==> config.mk <==
export PLATFORM = sky130hd
export DESIGN_NAME = eth_parser_top
export DESIGN_NICKNAME = d
export VERILOG_FILES = /design/src/rtl/eth_stream_pkg.sv /design/src/rtl/eth_frame_pkg.sv /design/src/rtl/eth_beat_decoder.sv /design/src/rtl/eth_field_extract.sv /design/src/rtl/eth_meta_result.sv /design/src/rtl/eth_parser_top.sv
export SDC_FILE = /design/constraint.sdc
export NUM_CORES = 1
export LEC_CHECK = 0
export ABC_AREA = 1
export BUFFER_PORTS_ARGS = -buffer_cell sky130_fd_sc_hd__buf_2
export CAP_MARGIN = 0
export CORE_MARGIN = 2
export CORE_UTILIZATION = 40
export CTS_CLUSTER_SIZE = 10
export DETAILED_ROUTE_END_ITERATION = 12
export PLACE_DENSITY = 0.68
export SLEW_MARGIN = 20
export SYNTH_ARGS = -nofsm -noshare
export SYNTH_HDL_FRONTEND = slang
export SYNTH_SLANG_ARGS = --single-unit
==> constraint.sdc <==
create_clock -name clk -period 5.1 [get_ports clk]
set_input_delay 1.275 -clock clk [delete_from_list [all_inputs] [get_ports clk]]
set_output_delay 1.275 -clock clk [all_outputs]
set_load 0.005 [all_outputs]
==> src/rtl/eth_stream_pkg.sv <==
// Stream definitions for the header parser
// Beat width and the position counter used across the stages

`default_nettype none

package eth_stream_pkg;

  // 64-bit beats, byte 0 of the frame in bits 7:0
  localparam int data_width = 64;

  // Beat position within a frame
  typedef logic [2:0] beat_idx_t;

  // Counter stops here
  // Only beats 0..2 matter for the header
  localparam beat_idx_t beat_idx_max = 3'd7;

endpackage

`default_nettype wire

==> src/rtl/eth_frame_pkg.sv <==
// Ethernet frame definitions
// Header field types, EtherType values, frame class encoding and
// the two decodings of the second header beat

`default_nettype none

package eth_frame_pkg;

  typedef logic [47:0] mac_addr_t;
  typedef logic [15:0] ethertype_t;
  typedef logic [11:0] vlan_id_t;

  // 802.1Q tag protocol id
  localparam ethertype_t tpid_vlan = 16'h8100;

  // EtherTypes that get their own class
  localparam ethertype_t etype_ipv4 = 16'h0800;
  localparam ethertype_t etype_ipv6 = 16'h86dd;
  localparam ethertype_t etype_arp  = 16'h0806;

  typedef enum logic [1:0] {
    class_other = 2'd0,
    class_ipv4  = 2'd1,
    class_ipv6  = 2'd2,
    class_arp   = 2'd3
  } frame_class_t;

  // ==============================
  // Beat 1, header bytes 8 to 15
  // ==============================
  // Applied to the byte-reversed beat, so byte 8 is the top byte
  // and every field reads in network order

  // No tag, EtherType sits at bytes 12..13
  typedef struct packed {
    logic [31:0] src_mac_lo;
    ethertype_t  ethertype;
    logic [15:0] payload;
  } beat1_plain_t;

  // Tag present, TPID then TCI
  typedef struct packed {
    logic [31:0] src_mac_lo;
    ethertype_t  tpid;
    logic [2:0]  pcp;
    logic        dei;
    vlan_id_t    vid;
  } beat1_vlan_t;

  typedef union packed {
    beat1_plain_t plain;
    beat1_vlan_t  vlan;
  } beat1_u;

endpackage

`default_nettype wire

==> src/rtl/eth_beat_decoder.sv <==
// Ethernet parser decode stage
// Follows the frame lifecycle beat by beat, keeps the beat index,
// spots an 802.1Q tag on beat 1 and raises the per-beat strobes

`timescale 1ns/1ps
`default_nettype none

module eth_beat_decoder (
  input  wire logic                                clk,
  input  wire logic                                rst_n,
  input  wire logic                                s_tvalid,
  input  wire logic [eth_stream_pkg::data_width-1:0] s_tdata,
  input  wire logic                                s_tlast,
  output logic                                     frame_start,
  output logic                                     header_done,
  output logic                                     frame_end,
  output logic                                     runt_end,
  output logic                                     vlan_tagged,
  output eth_stream_pkg::beat_idx_t                beat_idx
);

  import eth_stream_pkg::*;
  import eth_frame_pkg::*;

  // ==============================
  // State
  // ==============================
  logic      in_frame;
  logic      header_seen;
  logic      tag_q;
  beat_idx_t beat_cnt;

  logic [data_width-1:0] beat_net;
  beat1_u                beat1;
  logic                  on_beat1;
  logic                  on_beat2;
  logic                  tpid_match;

  // Network byte order, byte 0 on top
  assign beat_net = {<<8{s_tdata}};
  assign beat1    = beat_net;

  assign on_beat1   = (beat_cnt == beat_idx_t'(1));
  assign on_beat2   = (beat_cnt == beat_idx_t'(2));
  assign tpid_match = (beat1.vlan.tpid == tpid_vlan);

  // Live compare on beat 1, held value afterwards
  assign vlan_tagged = on_beat1 ? tpid_match : tag_q;
  assign beat_idx    = beat_cnt;

  // ==============================
  // Strobes for the current beat
  // ==============================
  assign frame_start = s_tvalid && !in_frame;
  assign frame_end   = s_tvalid && s_tlast;

  // Untagged header ends on beat 1, tagged one on beat 2
  assign header_done = s_tvalid && ((on_beat1 && !tpid_match) || (on_beat2 && tag_q));

  // Ended before the header was complete
  assign runt_end = frame_end && !header_seen && !header_done;

  always_ff @(posedge clk or negedge rst_n) begin
    if (!rst_n) begin
      in_frame    <= 1'b0;
      header_seen <= 1'b0;
      tag_q       <= 1'b0;
      beat_cnt    <= '0;
    end else if (s_tvalid) begin
      if (s_tlast) begin
        // Back to idle, next beat is a new frame
        in_frame    <= 1'b0;
        header_seen <= 1'b0;
        tag_q       <= 1'b0;
        beat_cnt    <= '0;
      end else begin
        in_frame <= 1'b1;
        // Saturating count
        if (beat_cnt != beat_idx_max) begin
          beat_cnt <= beat_cnt + 3'd1;
        end
        if (header_done) begin
          header_seen <= 1'b1;
        end
        // Tag decision made once per frame
        if (on_beat1) begin
          tag_q <= tpid_match;
        end
      end
    end
  end

endmodule

`default_nettype wire

==> src/rtl/eth_field_extract.sv <==
// Ethernet parser execute stage
// Captures destination MAC, source MAC, EtherType and VLAN id
// from header beats 0..2, holding them until the next frame

`timescale 1ns/1ps
`default_nettype none

module eth_field_extract (
  input  wire logic                                  clk,
  input  wire logic                                  rst_n,
  input  wire logic                                  s_tvalid,
  input  wire logic [eth_stream_pkg::data_width-1:0] s_tdata,
  input  wire eth_stream_pkg::beat_idx_t             beat_idx,
  input  wire logic                                  vlan_tagged,
  output eth_frame_pkg::mac_addr_t                   dst_mac,
  output eth_frame_pkg::mac_addr_t                   src_mac,
  output eth_frame_pkg::ethertype_t                  ethertype,
  output logic                                       vlan_valid,
  output eth_frame_pkg::vlan_id_t                    vlan_id
);

  import eth_stream_pkg::*;
  import eth_frame_pkg::*;

  logic [data_width-1:0] beat_net;
  beat1_u                beat1;
  logic                  take_beat0;
  logic                  take_beat1;
  logic                  take_beat2;

  // ==============================
  // Beat views
  // ==============================
  // Byte-reversed so every field slice is already in network order
  assign beat_net = {<<8{s_tdata}};
  assign beat1    = beat_net;

  assign take_beat0 = s_tvalid && (beat_idx == beat_idx_t'(0));
  assign take_beat1 = s_tvalid && (beat_idx == beat_idx_t'(1));

  // Inner EtherType only exists behind a tag
  assign take_beat2 = s_tvalid && (beat_idx == beat_idx_t'(2)) && vlan_tagged;

  // ==============================
  // Tag flag
  // ==============================
  always_ff @(posedge clk or negedge rst_n) begin
    if (!rst_n) begin
      vlan_valid <= 1'b0;
    end else if (take_beat1) begin
      vlan_valid <= vlan_tagged;
    end
  end

  // ==============================
  // Header fields
  // ==============================
  always_ff @(posedge clk) begin
    // Bytes 0..5 dst, bytes 6..7 top of src
    if (take_beat0) begin
      dst_mac        <= beat_net[63:16];
      src_mac[47:32] <= beat_net[15:0];
    end

    // Bytes 8..11 finish src, then type or TCI
    if (take_beat1) begin
      src_mac[31:0] <= beat1.plain.src_mac_lo;
      if (vlan_tagged) begin
        vlan_id <= beat1.vlan.vid;
      end else begin
        ethertype <= beat1.plain.ethertype;
        vlan_id   <= '0;
      end
    end

    // Bytes 16..17 hold the type behind the tag
    if (take_beat2) begin
      ethertype <= beat_net[63:48];
    end
  end

endmodule

`default_nettype wire

==> src/rtl/eth_meta_result.sv <==
// Ethernet parser result stage
// Turns the decode strobes into one-cycle metadata and runt pulses
// and maps the captured EtherType to a frame class

`timescale 1ns/1ps
`default_nettype none

module eth_meta_result (
  input  wire logic                       clk,
  input  wire logic                       rst_n,
  input  wire logic                       header_done,
  input  wire logic                       runt_end,
  input  wire eth_frame_pkg::ethertype_t  ethertype,
  output logic                            meta_valid,
  output eth_frame_pkg::frame_class_t     frame_class,
  output logic                            runt
);

  import eth_frame_pkg::*;

  // ==============================
  // Pulses
  // ==============================
  // One cycle after the accepting edge
  always_ff @(posedge clk or negedge rst_n) begin
    if (!rst_n) begin
      meta_valid <= 1'b0;
      runt       <= 1'b0;
    end else begin
      meta_valid <= header_done;
      runt       <= runt_end;
    end
  end

  // ==============================
  // Classification
  // ==============================
  // EtherType register loads on the header_done edge,
  // so the class is settled in the meta_valid cycle
  always_comb begin
    case (ethertype)
      etype_ipv4: frame_class = class_ipv4;
      etype_ipv6: frame_class = class_ipv6;
      etype_arp:  frame_class = class_arp;
      // Anything else, incl. unknown tags
      default:    frame_class = class_other;
    endcase
  end

endmodule

`default_nettype wire

==> src/rtl/eth_parser_top.sv <==
// Ethernet header parser, top level
// Decode, execute and result stages for a 64-bit stream that is
// always accepted; one metadata or runt pulse per frame

`timescale 1ns/1ps
`default_nettype none

module eth_parser_top (
  input  wire logic                                  clk,
  input  wire logic                                  rst_n,
  input  wire logic                                  s_tvalid,
  input  wire logic [eth_stream_pkg::data_width-1:0] s_tdata,
  input  wire logic                                  s_tlast,
  output logic                                       meta_valid,
  output eth_frame_pkg::mac_addr_t                   dst_mac,
  output eth_frame_pkg::mac_addr_t                   src_mac,
  output eth_frame_pkg::ethertype_t                  ethertype,
  output logic                                       vlan_valid,
  output eth_frame_pkg::vlan_id_t                    vlan_id,
  output eth_frame_pkg::frame_class_t                frame_class,
  output logic                                       runt
);

  import eth_stream_pkg::*;

  // Decode to execute/result
  logic      header_done;
  logic      runt_end;
  logic      vlan_tagged;
  beat_idx_t beat_idx;

  // Start and end strobes only feed the bound checks
  eth_beat_decoder i_decoder (
    .clk         (clk),
    .rst_n       (rst_n),
    .s_tvalid    (s_tvalid),
    .s_tdata     (s_tdata),
    .s_tlast     (s_tlast),
    .frame_start (),
    .header_done (header_done),
    .frame_end   (),
    .runt_end    (runt_end),
    .vlan_tagged (vlan_tagged),
    .beat_idx    (beat_idx)
  );

  eth_field_extract i_extract (
    .clk         (clk),
    .rst_n       (rst_n),
    .s_tvalid    (s_tvalid),
    .s_tdata     (s_tdata),
    .beat_idx    (beat_idx),
    .vlan_tagged (vlan_tagged),
    .dst_mac     (dst_mac),
    .src_mac     (src_mac),
    .ethertype   (ethertype),
    .vlan_valid  (vlan_valid),
    .vlan_id     (vlan_id)
  );

  // Class reads the held EtherType
  eth_meta_result i_result (
    .clk         (clk),
    .rst_n       (rst_n),
    .header_done (header_done),
    .runt_end    (runt_end),
    .ethertype   (ethertype),
    .meta_valid  (meta_valid),
    .frame_class (frame_class),
    .runt        (runt)
  );

endmodule

`default_nettype wire

# Word level (Yosys, flattened, before mapping)
# Index checks and enable logic that the tools add are counted.
[totals]
reg_bits = 132
out_inout_bits = 129
wordCells = 51
[op_classes]
addsub = 1
n_eq_ne = 8
muxes = 10
n_reduce_logical = 21
[op_table]
columns = ["cell", "count"]
rows = [
  ["16-bit 2-to-1 mux", 3],
  ["16-bit by 12-bit equality test with 1-bit output (second input constant)", 2],
  ["16-bit equality test (second input constant)", 2],
  ["1-bit logical AND", 10],
  ["3-bit 2-to-1 mux", 2],
  ["2-bit one-hot mux with 3 select lines", 1],
  ["2-bit AND reduction", 3],
  ["2-bit nonzero test", 3],
  ["1-bit 2-to-1 mux", 4],
  ["3-bit by 1-bit adder with 3-bit output (second input constant)", 1],
  ["3-bit by 1-bit equality test with 1-bit output (second input constant)", 1],
  ["3-bit by 2-bit equality test with 1-bit output (second input constant)", 1],
  ["1-bit logical NOT", 3],
  ["3-bit logical NOT", 1],
  ["3-bit != test (second input constant)", 1],
  ["2-bit != test (second input constant)", 1],
  ["1-bit logical OR", 1],
]

# Depth between registers and ports, before layout
[logic_depth]
depth_word = 7
mapped_depth = 10
ltp_nobuf = 9

# By module
# From an unflattened synthesis, not the netlist that was laid out.
[hier_totals]
cells_unflattened = 325
area_unflattened_um2 = 4793.3
[modules_own_cells]
columns = ["mod", "n_inst", "cells_per_inst", "area_each_um2"]
rows = [
  ["eth_field_extract", 1, 218, 4156.5],
  ["eth_beat_decoder", 1, 62, 420.4],
  ["eth_meta_result", 1, 45, 216.5],
]

# Worst setup path before layout
# OpenSTA, ideal clock, no wires.
[synth_timing]
path_type = "in2reg"
startpoint = "input port s_tvalid"
endpoint = "register i_extract.dst_mac[0], enable pin"
setup_time_ps = 488
arrival_ps = 4022
slack_ps = 590
path_stages = 2
path_buffers = 0
path_cell_list = "nand2_1 nor2_1"
[synth_via]
elab_chain_len = 1
[synth_rtl]
columns = ["item", "line_no", "source"]
rows = [
  ["start, declared", "eth_parser_top.sv:11", "input wire logic s_tvalid,"],
  ["1-bit logical AND", "eth_field_extract.sv:38", "assign take_beat0 = s_tvalid && (beat_idx == beat_idx_t'(0));"],
  ["net i_extract.take_beat0", "eth_field_extract.sv:27", "logic take_beat0;"],
  ["end signal, assigned", "eth_field_extract.sv:61", "dst_mac <= beat_net[63:16];"],
  ["end, declared", "eth_field_extract.sv:15", "output eth_frame_pkg::mac_addr_t dst_mac,"],
]
# The timed path passes the listed nets, and every way through them passes these cells.
# A chain may end at the register's enable or synchronous reset.

# Worst setup path in the final report
[layout_timing]
startpoint = "register i_extract.ethertype[13]"
endpoint = "output port frame_class[0]"
[layout_via]
elab_chain_len = 2
elab_cells_between_ends = 4
cone_classes = "3 x eq/ne; 1 x mux"
[layout_rtl]
columns = ["item", "line_no", "source"]
rows = [
  ["start, declared", "eth_field_extract.sv:17", "output eth_frame_pkg::ethertype_t ethertype,"],
  ["start signal, assigned", "eth_field_extract.sv:71", "ethertype <= beat1.plain.ethertype;"],
  ["start signal, assigned", "eth_field_extract.sv:78", "ethertype <= beat_net[63:48];"],
  ["16-bit by 12-bit equality test with 1-bit output or 16-bit equality test (tied branches)", "eth_meta_result.sv:41", "case (ethertype)"],
  ["2-bit one-hot mux with 3 select lines *", "eth_meta_result.sv:41", ""],
  ["end, declared", "eth_parser_top.sv:20", "output eth_frame_pkg::frame_class_t frame_class,"],
]
# Mark *: on every way between the ends. The rest lies on a longest branch, timed or not.

==> qor.yml <==
crit_path_end_kind: "output pin"
post-route-period-util_pct: 57.8
core_mm2: 0.0119
drc_errors: 0
clock_latency_ns: 0.41
first_pass_iters: 4
nNetsFinal: 569
drt_iter0_drc: 266
max_clock_freq_ghz: 0.339
grt_use_total_pct: 16.5
grt_pass1_vias: 3077
critPathMaxFanout: 2
rr_startpoint: "i_decoder.beat_idx[0]$_DFFE_PN0P_"
cts-root-buf: "clkbuf_16"
cts_made_buffers: 17
crit_type: "flop to output pin"
crit_chain: "or2_2 -> nor3_1 -> nand3_1 -> nor2_1 -> buf_2"
htree_levels: 4
slowest_stage: "edfxtp_1"
pre_cts_ws_ns: 1.85
crit_path_start_kind: "flop"
clk_pin_slew_ns: 0.05
wl_met1_um: 4110
die-area_mm2: 0.0129
cts_setup_buffers: 0
finalCriticalPeriod_ns: 2.95
worst_pin_slew_ns: 0.977
rsz0062_at_grt: "false"
boundaryPins: 197
cp_slowest_stage_delay_ns: 0.37
outcome: "finished clean"
syn-cell-area_mm2: 0.00480
leakagePower_nw: 2.72
slew_violations: 0
num_antenna_cells: 0
maxCapViolCount: 0
ant_nets: 0
numPortBuffers: 196
row_count: 40
syn_nets: 357
setup_tns_ns: 0
critPathRequiredTime_ns: 3.83
vias: 3126
dieWidth_um: 114
ys_ff_latch: 132
postLayoutSetupSlackWorst_ns: 2.15
worst_hold_path_type: "flop to flop"
grt_max_degree: 46
area.growth.synth_to_final_pct: 35.5
cp-startpoint: "i_extract.ethertype[13]$_DFFE_PP_"
antenna_found_initial: 0
drive_above_1_share_pct: 48.9
clockBufferDepth: 2
hp-start: "i_extract.vlan_valid$_DFFE_PN0P_"
slew_headroom_pct: 34.7
fp.dieH_um: 114
met2WireLength_um: 5420
yosysUniqueCellTypes: 28
ir_worst_vdd_v: 0.000198
postSynthAreaPerCell_um2: 16.9
viasPerCell: 4.79
post-dp-hpwl_um: 7520
crit_arrival_ns: 1.68
hold_buffers: 0
seq_area_frac_synth_pct: 81.7
grt-ovfl-total: 0
ys_warn_count: 0
start_util_pct: 40.5
hold_viol: 0
fillers: 981
highest_layer: "met4"
wirelength_um: 10600
wl_met3_um: 749
power_density_mw_per_mm2: 415
wire_per_inst_um: 16.2
ff2ff_setup_slack_ns: 2.60
grt_pass1_wl_um: 15800
skew_ns: 0.00648
cts_sinks: 132
cts_tree: "built"
syn_inst: 284
gp_congestion: 0.737
cts_resized: 0
setup_viol: 0
==> metrics by stage <==
step | power [mW] | area (um2) | utilization, % | hold slack, ns | instances
floorplan | 1.44 | 4800 | - | 0.478 | 284
global placement | 1.58 | 5960 | 50.2 | 0.478 | 624
detailed placement | 1.58 | 5960 | 50.2 | 0.480 | 624
CTS | 2.73 | 6500 | 54.8 | 0.494 | 652
global route | 2.81 | 6500 | 54.8 | 0.528 | 652
finish | 2.70 | 6500 | 54.8 | 0.492 | 652
==> synthesized netlist by cell type <==
library cell,n,area share (%)
nand2_4,1,0.23
or2_2,1,0.13
clkbuf_1,1,0.078
inv_2,3,0.23
nand3_1,12,1.3
nor4_1,4,0.52
buf_2,1,0.10
nand3b_1,1,0.16
inv_1,10,0.78
nand3_4,2,0.73
buf_12,1,0.42
o21a_1,1,0.16
ha_1,5,1.3
a21boi_1,10,1.6
nor3_1,2,0.21
or2_4,1,0.18
edfxtp_1,124,78
dfrtp_1,8,4.2
buf_6,2,0.47
nand4_1,3,0.39
nor2_1,17,1.3
nor2_4,3,0.70
nand2_2,3,0.39
o21ai_0,4,0.42
nand2_1,51,4.0
nor2_2,1,0.13
nand3_2,10,2.1
a21boi_0,2,0.31
==> worst max-delay path: cells and delay by family (launching register included) <==
family                 cells  cell delay (ns)
and+or+nand+nor            4             0.77
buffers and inverters      1             0.13
DFF                        1             0.37
==> report_power, final <==
| group | internal [mW] | switching [mW] |
|---|---|---|
| registers | 1.30 | 0.0259 |
| logic | 0.0921 | 0.142 |
| clock network | 0.747 | 0.393 |
| total | 2.14 | 0.561 |
==> cell families (layout without fill, tap and decap cells) <==
logic type,Yosys count,after routing,share of synthesized area [%]
and+or+nand+nor,112,112,12.4
AOI/OAI and AO/OA,17,17,2.45
buffers and inverters,18,239,2.08
adders and majority gates,5,5,1.30
DFF,132,132,81.7
==> sequential cells by signal, summed over array words and instances (netlist names) <==
signal	count
i_decoder.beat_idx	3
i_decoder.header_seen	1
i_decoder.tag_q	1
i_extract.dst_mac	48
i_extract.ethertype	16
i_extract.src_mac	48
i_extract.vlan_id	12
i_extract.vlan_valid	1
i_result.meta_valid	1
i_result.runt	1
==> cell type report <==
cell class | count | area, um2 | share of cell area, %
flip-flops and latches | 132 | 3920 | 60.3
repair buffers | 198 | 1010 | 15.5
multi-input cells | 134 | 792 | 12.2
clock buffers | 19 | 433 | 6.66
well taps | 147 | 184 | 2.83
clock inverters | 9 | 115 | 1.77
inverters | 13 | 48.8 | 0.750
==> routing by layer <==
metal,vias up,GRT usage [%]
met5,-,0
met3,21,5.63
met1,1519,19.4
met4,0,8.29
met2,122,27.1
li1,1464,-
==> cells in the final DEF (no fill, tap or decap), types with 2 or more instances in the layout <==
master / n
clkbuf_1: 2
clkinv_2: 2
nor2_4: 5
inv_2: 3
edfxtp_1: 124
clkbuf_16: 17
inv_1: 10
buf_2: 196
a21boi_1: 10
nand3_1: 12
nand2_1: 51
nand2_2: 3
nand4_1: 3
clkinv_1: 4
a21boi_0: 2
nand3_4: 2
ha_1: 5
dfrtp_1: 8
nor2_1: 15
bufinv_16: 3
nor3_1: 2
nor4_1: 4
o21ai_0: 4
nand3_2: 10
==> final timing paths <==
kind / to / cells past startpoint
max: frame_class[0] / 5
min: i_extract.vlan_valid$_DFFE_PN0P_ / 1
max reg2reg: i_extract.ethertype[5]$_DFFE_PP_ / 6
min reg2reg: i_extract.vlan_valid$_DFFE_PN0P_ / 1
max in group asynchronous: i_decoder.beat_idx[0]$_DFFE_PN0P_ / 1
min in group asynchronous: i_result.meta_valid$_DFF_PN0_ / 1
(Power assumes the default switching activity.)
